==> config.mk <==
export PLATFORM = sky130hd
export DESIGN_NAME = dsp_slice
export DESIGN_NICKNAME = d
export VERILOG_FILES = /design/src/logic/dsp_pkg.sv /design/src/logic/pipe_reg.sv /design/src/logic/dual_ad_preadder.sv /design/src/logic/b_input_path.sv /design/src/logic/mult_stage.sv /design/src/logic/alu_accum.sv /design/src/logic/dsp_slice.sv
export SDC_FILE = /design/constraint.sdc
export NUM_CORES = 2
export LEC_CHECK = 0
export BUFFER_PORTS_ARGS = -buffer_cell sky130_fd_sc_hd__buf_4
export CAP_MARGIN = 25
export CORE_UTILIZATION = 48
export DETAILED_ROUTE_END_ITERATION = 6
export PLACE_DENSITY_LB_ADDON = 0.15
export SETUP_SLACK_MARGIN = 0.1
export SLEW_MARGIN = 20
export SYNTH_ARGS = -nofsm -noshare
export SYNTH_HDL_FRONTEND = slang
export SYNTH_SLANG_ARGS = --single-unit
==> constraint.sdc <==
create_clock -name clk -period 7.63 [get_ports clk]
set_input_delay 0.3815 -clock clk [delete_from_list [all_inputs] [get_ports clk]]
set_output_delay 0.3815 -clock clk [all_outputs]
set_load 0.05 [all_outputs]
==> src/logic/dsp_pkg.sv <==
// word types and post-adder operand selects shared by the slice.
// imported by every block that carries slice data.
`default_nettype none

package dsp_pkg;

   ////////////////////
   // word widths
   ////////////////////
   localparam int a_width      = 30;
   localparam int d_width      = 25;
   localparam int b_width      = 18;
   localparam int inmode_width = 5;
   localparam int p_width      = 48;

   typedef logic [a_width-1:0]      a_word;      // a operand and a cascade.
   typedef logic [d_width-1:0]      d_word;      // d, pre-adder and mult a side.
   typedef logic [b_width-1:0]      b_word;      // b operand and b cascade.
   typedef logic [p_width-1:0]      p_word;      // product, c and p.

   // bit 0 picks a1 over a2, bit 1 zeroes a, bit 2 enables d, bit 3 subtracts a.
   typedef logic [inmode_width-1:0] inmode_word;

   ////////////////////
   // post-adder selects
   ////////////////////
   // encodings follow the low opmode bits of the full slice.
   typedef enum logic [1:0] {
      x_zero = 2'b00,
      x_mult = 2'b01,
      x_ab   = 2'b11
   } x_sel_t;

   typedef enum logic [1:0] {
      z_zero = 2'b00,
      z_p    = 2'b10,
      z_c    = 2'b11
   } z_sel_t;

endpackage

`default_nettype wire

==> src/logic/pipe_reg.sv <==
// clock-enabled register chain of depth 0, 1 or 2 with synchronous reset.
// first taps stage one for cascades; depth 0 is a plain bypass.
`default_nettype none

module pipe_reg #(
   parameter int width = 48,
   parameter int depth = 1
) (
   input  wire                                clk,
   input  wire                                reset,
   input  wire [((depth > 0) ? depth : 1)-1:0] ce,
   input  wire [width-1:0]                    din,
   output logic [width-1:0]                   first,
   output logic [width-1:0]                   dout
);

   generate
      if (depth == 0) begin : g_bypass
         assign first = din;
         assign dout  = din;
      end else begin : g_regs
         logic [depth-1:0][width-1:0] stage;

         always_ff @(posedge clk) begin
            if (reset) stage[0] <= '0;
            else if (ce[0]) stage[0] <= din;
         end

         for (genvar i = 1; i < depth; i++) begin : g_stage
            always_ff @(posedge clk) begin
               if (reset) stage[i] <= '0;
               else if (ce[i]) stage[i] <= stage[i-1]; // each stage has its own enable.
            end
         end

         assign first = stage[0];
         assign dout  = stage[depth-1];
      end
   endgenerate

endmodule

`default_nettype wire

==> src/logic/dual_ad_preadder.sv <==
// a/d input registers, 25-bit pre-adder and ad register feeding the multiplier.
// also produces the a cascade and the a word for the wide x operand.
`default_nettype none

module dual_ad_preadder import dsp_pkg::*; #(
   parameter int a_cascade = 0,   // 1 takes acin instead of a.
   parameter int areg      = 1,
   parameter int acascreg  = 1,
   parameter int dreg      = 1,
   parameter int adreg     = 1,
   parameter int use_dport = 1
) (
   input  wire        clk,
   input  wire        reset,
   input  wire a_word      a,
   input  wire a_word      acin,
   input  wire d_word      d,
   input  wire inmode_word inmode,
   input  wire        ce_a1,
   input  wire        ce_a2,
   input  wire        ce_d,
   input  wire        ce_ad,
   output a_word      acout,
   output a_word      xmux_a,
   output d_word      amult
);

   a_word a_in;
   a_word a1_out;
   d_word d_out;
   d_word a_cand;
   d_word adder_a;
   d_word adder_d;
   d_word adder_out;
   d_word ad_out;

   ////////////////////
   // a input chain
   ////////////////////
   assign a_in = (a_cascade == 1) ? acin : a;

   // a1 only sits in the path for a two-deep chain.
   pipe_reg #(
      .width($bits(a_word)),
      .depth((areg == 2) ? 1 : 0)
   ) u_a1 (
      .clk  (clk),
      .reset(reset),
      .ce   (ce_a1),
      .din  (a_in),
      .first(),
      .dout (a1_out)
   );

   pipe_reg #(
      .width($bits(a_word)),
      .depth((areg > 0) ? 1 : 0)
   ) u_a2 (
      .clk  (clk),
      .reset(reset),
      .ce   (ce_a2),
      .din  (a1_out),
      .first(),
      .dout (xmux_a)
   );

   assign acout = (acascreg == 1 && areg == 2) ? a1_out : xmux_a;

   ////////////////////
   // d register and pre-adder
   ////////////////////
   pipe_reg #(
      .width($bits(d_word)),
      .depth(dreg)
   ) u_d (
      .clk  (clk),
      .reset(reset),
      .ce   (ce_d),
      .din  (d),
      .first(),
      .dout (d_out)
   );

   assign a_cand    = inmode[0] ? a1_out[24:0] : xmux_a[24:0];
   assign adder_a   = inmode[1] ? '0 : a_cand;
   assign adder_d   = inmode[2] ? d_out : '0;
   assign adder_out = inmode[3] ? (adder_d - adder_a) : (adder_d + adder_a); // wraps at 25 bits.

   pipe_reg #(
      .width($bits(d_word)),
      .depth(adreg)
   ) u_ad (
      .clk  (clk),
      .reset(reset),
      .ce   (ce_ad),
      .din  (adder_out),
      .first(),
      .dout (ad_out)
   );

   // without the d port the multiplier sees the a chain directly.
   assign amult = (use_dport == 1) ? ad_out : xmux_a[24:0];

endmodule

`default_nettype wire

==> src/logic/b_input_path.sv <==
// b input select, b1/b2 registers and b cascade tap.
`default_nettype none

module b_input_path import dsp_pkg::*; #(
   parameter int b_cascade = 0,   // 1 takes bcin instead of b.
   parameter int breg      = 2,
   parameter int bcascreg  = 1
) (
   input  wire        clk,
   input  wire        reset,
   input  wire b_word b,
   input  wire b_word bcin,
   input  wire        ce_b1,
   input  wire        ce_b2,
   output b_word      bcout,
   output b_word      bmult
);

   localparam int ce_w = (breg > 0) ? breg : 1;

   b_word b_in;
   b_word b1_out;
   logic [1:0] b_ce;

   assign b_in = (b_cascade == 1) ? bcin : b;

   // a single stage is the b2 register, as on the a side.
   assign b_ce = (breg == 2) ? {ce_b2, ce_b1} : {ce_b2, ce_b2};

   pipe_reg #(
      .width($bits(b_word)),
      .depth(breg)
   ) u_b (
      .clk  (clk),
      .reset(reset),
      .ce   (b_ce[ce_w-1:0]),
      .din  (b_in),
      .first(b1_out),
      .dout (bmult)
   );

   ////////////////////
   // cascade tap
   ////////////////////
   assign bcout = (bcascreg == 1 && breg == 2) ? b1_out : bmult; // b1 tap only when two deep.

endmodule

`default_nettype wire

==> src/logic/mult_stage.sv <==
// signed 25x18 multiplier, sign extended to 48 bits, optional m register.
`default_nettype none

module mult_stage import dsp_pkg::*; #(
   parameter int mreg = 1
) (
   input  wire        clk,
   input  wire        reset,
   input  wire        ce_m,
   input  wire d_word amult,
   input  wire b_word bmult,
   output p_word      m
);

   p_word a_ext;
   p_word b_ext;
   p_word product;

   ////////////////////
   // multiply
   ////////////////////
   // widen both sides first so the low 48 bits are the signed product.
   assign a_ext = {{($bits(p_word) - $bits(d_word)){amult[$bits(d_word)-1]}}, amult};
   assign b_ext = {{($bits(p_word) - $bits(b_word)){bmult[$bits(b_word)-1]}}, bmult};

   assign product = a_ext * b_ext; // 43 significant bits.

   pipe_reg #(
      .width($bits(p_word)),
      .depth(mreg)
   ) u_m (
      .clk  (clk),
      .reset(reset),
      .ce   (ce_m),
      .din  (product),
      .first(),
      .dout (m)
   );

endmodule

`default_nettype wire

==> src/logic/alu_accum.sv <==
// 48-bit post-adder with x/z operand muxes and the p register.
// z_p feeds p back for accumulation.
`default_nettype none

module alu_accum import dsp_pkg::*; #(
   parameter int preg = 1
) (
   input  wire         clk,
   input  wire         reset,
   input  wire         ce_p,
   input  wire p_word  m,
   input  wire p_word  c,
   input  wire a_word  xmux_a,
   input  wire b_word  bmult,
   input  wire x_sel_t x_sel,
   input  wire z_sel_t z_sel,
   input  wire         alu_sub,
   output p_word       p
);

   p_word x_mux;
   p_word z_mux;
   p_word ab_word;
   p_word alu_out;

   assign ab_word = {xmux_a, bmult}; // a:b concatenation.

   ////////////////////
   // operand select
   ////////////////////
   always_comb begin
      case (x_sel)
         x_mult:  x_mux = m;
         x_ab:    x_mux = ab_word;
         default: x_mux = '0;
      endcase
   end

   always_comb begin
      case (z_sel)
         z_p:     z_mux = p;
         z_c:     z_mux = c;
         default: z_mux = '0;
      endcase
   end

   // z minus x, not x minus z.
   assign alu_out = alu_sub ? (z_mux - x_mux) : (z_mux + x_mux);

   ////////////////////
   // p register
   ////////////////////
   pipe_reg #(
      .width($bits(p_word)),
      .depth(preg)
   ) u_p (
      .clk  (clk),
      .reset(reset),
      .ce   (ce_p),
      .din  (alu_out),
      .first(),
      .dout (p)
   );

endmodule

`default_nettype wire

==> src/logic/dsp_slice.sv <==
// top of the multiply-accumulate slice; wires pre-adder, b path,
// multiplier and post-adder together and hands down the register options.
`default_nettype none

module dsp_slice import dsp_pkg::*; #(
   parameter int a_cascade = 0,
   parameter int areg      = 1,
   parameter int acascreg  = 1,
   parameter int dreg      = 1,
   parameter int adreg     = 1,
   parameter int use_dport = 1,
   parameter int b_cascade = 0,
   parameter int breg      = 2,
   parameter int bcascreg  = 1,
   parameter int mreg      = 1,
   parameter int preg      = 1
) (
   input  wire             clk,
   input  wire             reset,
   input  wire a_word      a,
   input  wire a_word      acin,
   input  wire d_word      d,
   input  wire b_word      b,
   input  wire b_word      bcin,
   input  wire p_word      c,
   input  wire inmode_word inmode,
   input  wire x_sel_t     x_sel,
   input  wire z_sel_t     z_sel,
   input  wire             alu_sub,
   input  wire             ce_a1,
   input  wire             ce_a2,
   input  wire             ce_d,
   input  wire             ce_ad,
   input  wire             ce_b1,
   input  wire             ce_b2,
   input  wire             ce_m,
   input  wire             ce_p,
   output p_word           p,
   output a_word           acout,
   output b_word           bcout
);

   d_word amult;
   a_word xmux_a;
   b_word bmult;
   p_word m;

   dual_ad_preadder #(
      .a_cascade(a_cascade),
      .areg     (areg),
      .acascreg (acascreg),
      .dreg     (dreg),
      .adreg    (adreg),
      .use_dport(use_dport)
   ) u_preadder (
      .clk   (clk),
      .reset (reset),
      .a     (a),
      .acin  (acin),
      .d     (d),
      .inmode(inmode),
      .ce_a1 (ce_a1),
      .ce_a2 (ce_a2),
      .ce_d  (ce_d),
      .ce_ad (ce_ad),
      .acout (acout),
      .xmux_a(xmux_a),
      .amult (amult)
   );

   b_input_path #(
      .b_cascade(b_cascade),
      .breg     (breg),
      .bcascreg (bcascreg)
   ) u_bpath (
      .clk  (clk),
      .reset(reset),
      .b    (b),
      .bcin (bcin),
      .ce_b1(ce_b1),
      .ce_b2(ce_b2),
      .bcout(bcout),
      .bmult(bmult)
   );

   mult_stage #(
      .mreg(mreg)
   ) u_mult (
      .clk  (clk),
      .reset(reset),
      .ce_m (ce_m),
      .amult(amult),
      .bmult(bmult),
      .m    (m)
   );

   alu_accum #(
      .preg(preg)
   ) u_alu (
      .clk    (clk),
      .reset  (reset),
      .ce_p   (ce_p),
      .m      (m),
      .c      (c),
      .xmux_a (xmux_a),
      .bmult  (bmult),
      .x_sel  (x_sel),
      .z_sel  (z_sel),
      .alu_sub(alu_sub),
      .p      (p)
   );

endmodule

`default_nettype wire

==> results.toml <==
[detailed_routing]
drt_iter0_drc = 1607
drt-total-wl_um = 88700
wl_per_cell_um = 19.2
ant_nets = 0
vias = 24968
vias_per_cell = 5.39
dr.pass1.iters = 5
drc = 0

[die]
core_um2 = 63200
start_util_pct = 48.7
fp.dieW_um = 255
ios = 285
dieArea_um2 = 65100
num_rows = 92
die_h_um = 255

[timing]
hold_viol = 0
setup_viol = 0
fin_crit_sh_pct = 93.2
holdWs_ps = 56.0
timing.fmax_ghz = 0.141
finalMaxSlewViolations = 0
min_period_ps = 7110
max_slew_margin_pct = 38.4
fin_worst_skew_ps = 29.4
grt_setup_unrepaired = "false"
worstMarginPinSlew_ps = 912
fin_tns_setup_ps = 0

[final_layout]
drive_above_1_share_pct = 11.5
area_growth_pct = 11.3
fillCellCount = 6082
fin_nets = 4581
seqCellArea_um2 = 4180
multi_input_area_um2 = 23800

[synth]
synth_ff_type = "dfxtp_1"
synthCells = 3639
synth_top_area_cell = "fa_1"
synth_area_leaders = "fa_1, dfxtp_1, mux2i_1, ha_1, inv_1"
ys_seq_area_share_pct = 13.5
syn-cell-area_um2 = 30800
synth_area_per_cell_um2 = 8.45
syn_nets = 4451
synth_compound_area_share_pct = 9.94
synth_enable_flop_cells = 0
synth_top_family_by_area = "adder cells"
synth_top_area_share_pct = 28.8
synthMuxAreaShare_pct = 8.82
synth.distinct_cells = 80
async_flop_share_pct = 0
synth_xor_xnor_area_share_pct = 4.52
synth-simple-area-share_pct = 18.0
synth_seq_cells = 207
synth_fa_ha_area_share_pct = 36.1
yosys_warnings = 0

[setup_path]
r2r_start = "u_bpath.u_b.dout[5]"
cp-end-kind = "flop"
cp_top_family = "adder cells"
critPathSlowestCell = "dfxtp_2"
r2r_cells = 24
crit_buf_inv = 6
cp_cell_sequence = "nand2_1 > fa_1 > inv_1 > fa_1 > inv_1 > fa_1 > inv_1 > fa_1 > fa_1 > inv_1 > fa_1 > inv_1 > ha_1 > a21oi_1 > o211ai_1 > a31o_2 > o21ai_0 > a21oi_1 > o311ai_0 > buf_4 > o21a_1 > o21ai_0 > nor4b_1 > a311o_1"
required_ps = 8070
cp_data_arrival_time_ps = 7560
path_class = "reg2reg"
crit_fanout = 20
crit_path_start_kind = "flop"
crit_top_cell = "fa_1"
cp_slowest_stage_delay_ps = 710
regToRegSetupSlack_ps = 520
worstReg2RegEnd = "u_mult.u_m.dout[35]"

[clock_tree]
clk-insertion-delay-late_ps = 560
tritoncts = "yes"
clock-sinks = 207
htreeDepth = 1
post_cts_buffers = 0
clockBufferDepth = 3
cts_buffers = 24
cts_root_buf = "clkbuf_16"
path_clk_slew_ps = 60

[pwr]
p_total_uw = 5120
powerDensity_nw_per_um2 = 149
p_leak_uw = 0.0168
ir_drop_mv = 0.164

[global_route]
antenna_found_initial = 2
grt_pass1_wl_um = 139000
first_global_vias = 25117
grt_start_max_net_pins = 154
grt_usage_pct = 27.7
grt-ovfl-total = 0

[worst_hold_path]
hold_end = "u_preadder.u_d.dout[21]"
hold_path_depth = 3
hold_start = "d[21]"
holdCritPathClass = "in2reg"

[place]
gp_congestion = 0.903
place_hpwl_um = 70600
io_buffer_count = 234

[outcome]
outcome = "finished clean"

[flow_run]
cap_violations = 0
[worst min-delay path, delay by kind of cell]
family | cells | cell delay (ps)
AND/OR/NAND/NOR | 1 | 70
multiplexers | 1 | 50
buffers and inverters | 1 | 70
[power breakdown]
part	switching (µW)	leakage [µW]	total [µW]	internal, µW
sequential	189	0.00171	1400	1210
combinational	1510	0.0147	2470	957
clock	518	0.000410	1250	733
[cells in the final DEF (no fill, tap or decap), drive strengths merged, types with 7 or more instances in the layout]
cell,instances
mux2,27
a211oi,32
o211ai,12
a31o,7
o311ai,15
and2,200
a21o,57
nand4,21
or2,9
clkinv,10
clkbuf,26
nor2,338
xor2,54
nand2,395
xnor2,104
a21oi,138
nor2b,67
o21bai,10
o31ai,8
ha,180
nand2b,26
inv,537
nor3,36
o21a,13
nand3,25
o21ai,78
and3,25
dfxtp,207
o22ai,9
mux2i,240
buf,310
fa,443
a31oi,28
[synth_stat cells, types with 9 or more instances]
| cell type | number |
|---|---|
| a211oi_1 | 31 |
| a21o_1 | 57 |
| a21oi_1 | 138 |
| a31oi_1 | 28 |
| and2_1 | 199 |
| and3_1 | 25 |
| buf_1 | 19 |
| buf_2 | 11 |
| clkbuf_1 | 175 |
| dfxtp_1 | 207 |
| fa_1 | 443 |
| ha_1 | 180 |
| inv_1 | 535 |
| mux2_2 | 24 |
| mux2i_1 | 240 |
| nand2_1 | 395 |
| nand2b_1 | 26 |
| nand3_1 | 24 |
| nand4_1 | 21 |
| nor2_1 | 338 |
| nor2b_1 | 67 |
| nor3_1 | 36 |
| o211ai_1 | 12 |
| o21a_1 | 13 |
| o21ai_0 | 78 |
| o21bai_1 | 10 |
| o22ai_1 | 9 |
| o311ai_0 | 14 |
| or2_2 | 9 |
| xnor2_1 | 103 |
| xor2_1 | 54 |
[routing by layer]
| metal | up-vias | share of wire, % | GRT usage (%) |
|---|---|---|---|
| met5 | - | 0 | 0 |
| met4 | 0 | 2.3 | 6.23 |
| met3 | 100 | 4.3 | 2.45 |
| met2 | 535 | 49 | 47.4 |
| met1 | 12462 | 44 | 37.9 |
| li1 | 11871 | - | - |
[timing repair]
action                     in CTS  in global routing
setup endpoints to repair       5                  7
pin swaps                       0                  0
gates cloned                    0                  0
gates resized for setup        12                 17
hold buffers                    0                  0
[worst max path at each step]
| stage | start | end | slack (ps) | depth (start not counted) |
|---|---|---|---|---|
| 2_1_floorplan | u_bpath.u_b.dout[11] | u_mult.u_m.dout[39] | 1070 | 22 |
| 3_3_place_gp | u_bpath.u_b.dout[4] | u_mult.u_m.dout[41] | -90 | 20 |
| 3_5_place_dp | u_bpath.u_b.dout[4] | u_mult.u_m.dout[41] | -130 | 20 |
| 4_1_cts | u_bpath.u_b.dout[2] | u_mult.u_m.dout[41] | 120 | 21 |
| 5_1_grt | u_bpath.u_b.dout[5] | u_mult.u_m.dout[39] | 100 | 23 |
| 6_report | u_bpath.u_b.dout[5] | u_mult.u_m.dout[35] | 520 | 24 |
[stage by stage]
step / worst slack (ps) / area (µm²) / util (%) / instances
2_1_floorplan: 1070 / 30800 / - / 3639
3_3_place_gp: -86.2 / 33400 / 52.8 / 4589
3_5_place_dp: -133 / 33400 / 52.8 / 4589
4_1_cts: 122 / 34200 / 54.2 / 4631
5_1_grt: 102 / 34300 / 54.2 / 4632
6_report: 516 / 34300 / 54.2 / 4632
[final cells by class]
cell class,count,share of cell area [%]
inverter,537,5.88
timing repair buffer,310,6.84
antenna,1,0.00731
tap,846,3.09
clock inverter,16,0.595
clock buffer,26,1.83
multi-input combinational,2689,69.5
sequential,207,12.2
[flip-flops by register name (all words and copies together) (netlist names)]
signal	flops
u_bpath.u_b.first	18
u_preadder.u_ad.dout	25
u_alu.u_p.dout	48
u_preadder.u_d.dout	25
u_mult.u_m.dout	43
u_bpath.u_b.dout	18
u_preadder.u_a2.dout	30
[cell families after synthesis]
family | after synthesis
XOR/XNOR | 158
AO/OA/AOI/OAI | 464
multiplexers | 267
AND/OR/NAND/NOR | 1177
flip-flops | 207
buffers and inverters | 743
adder cells (fa/ha/maj) | 623
(Power assumes the default switching activity.)
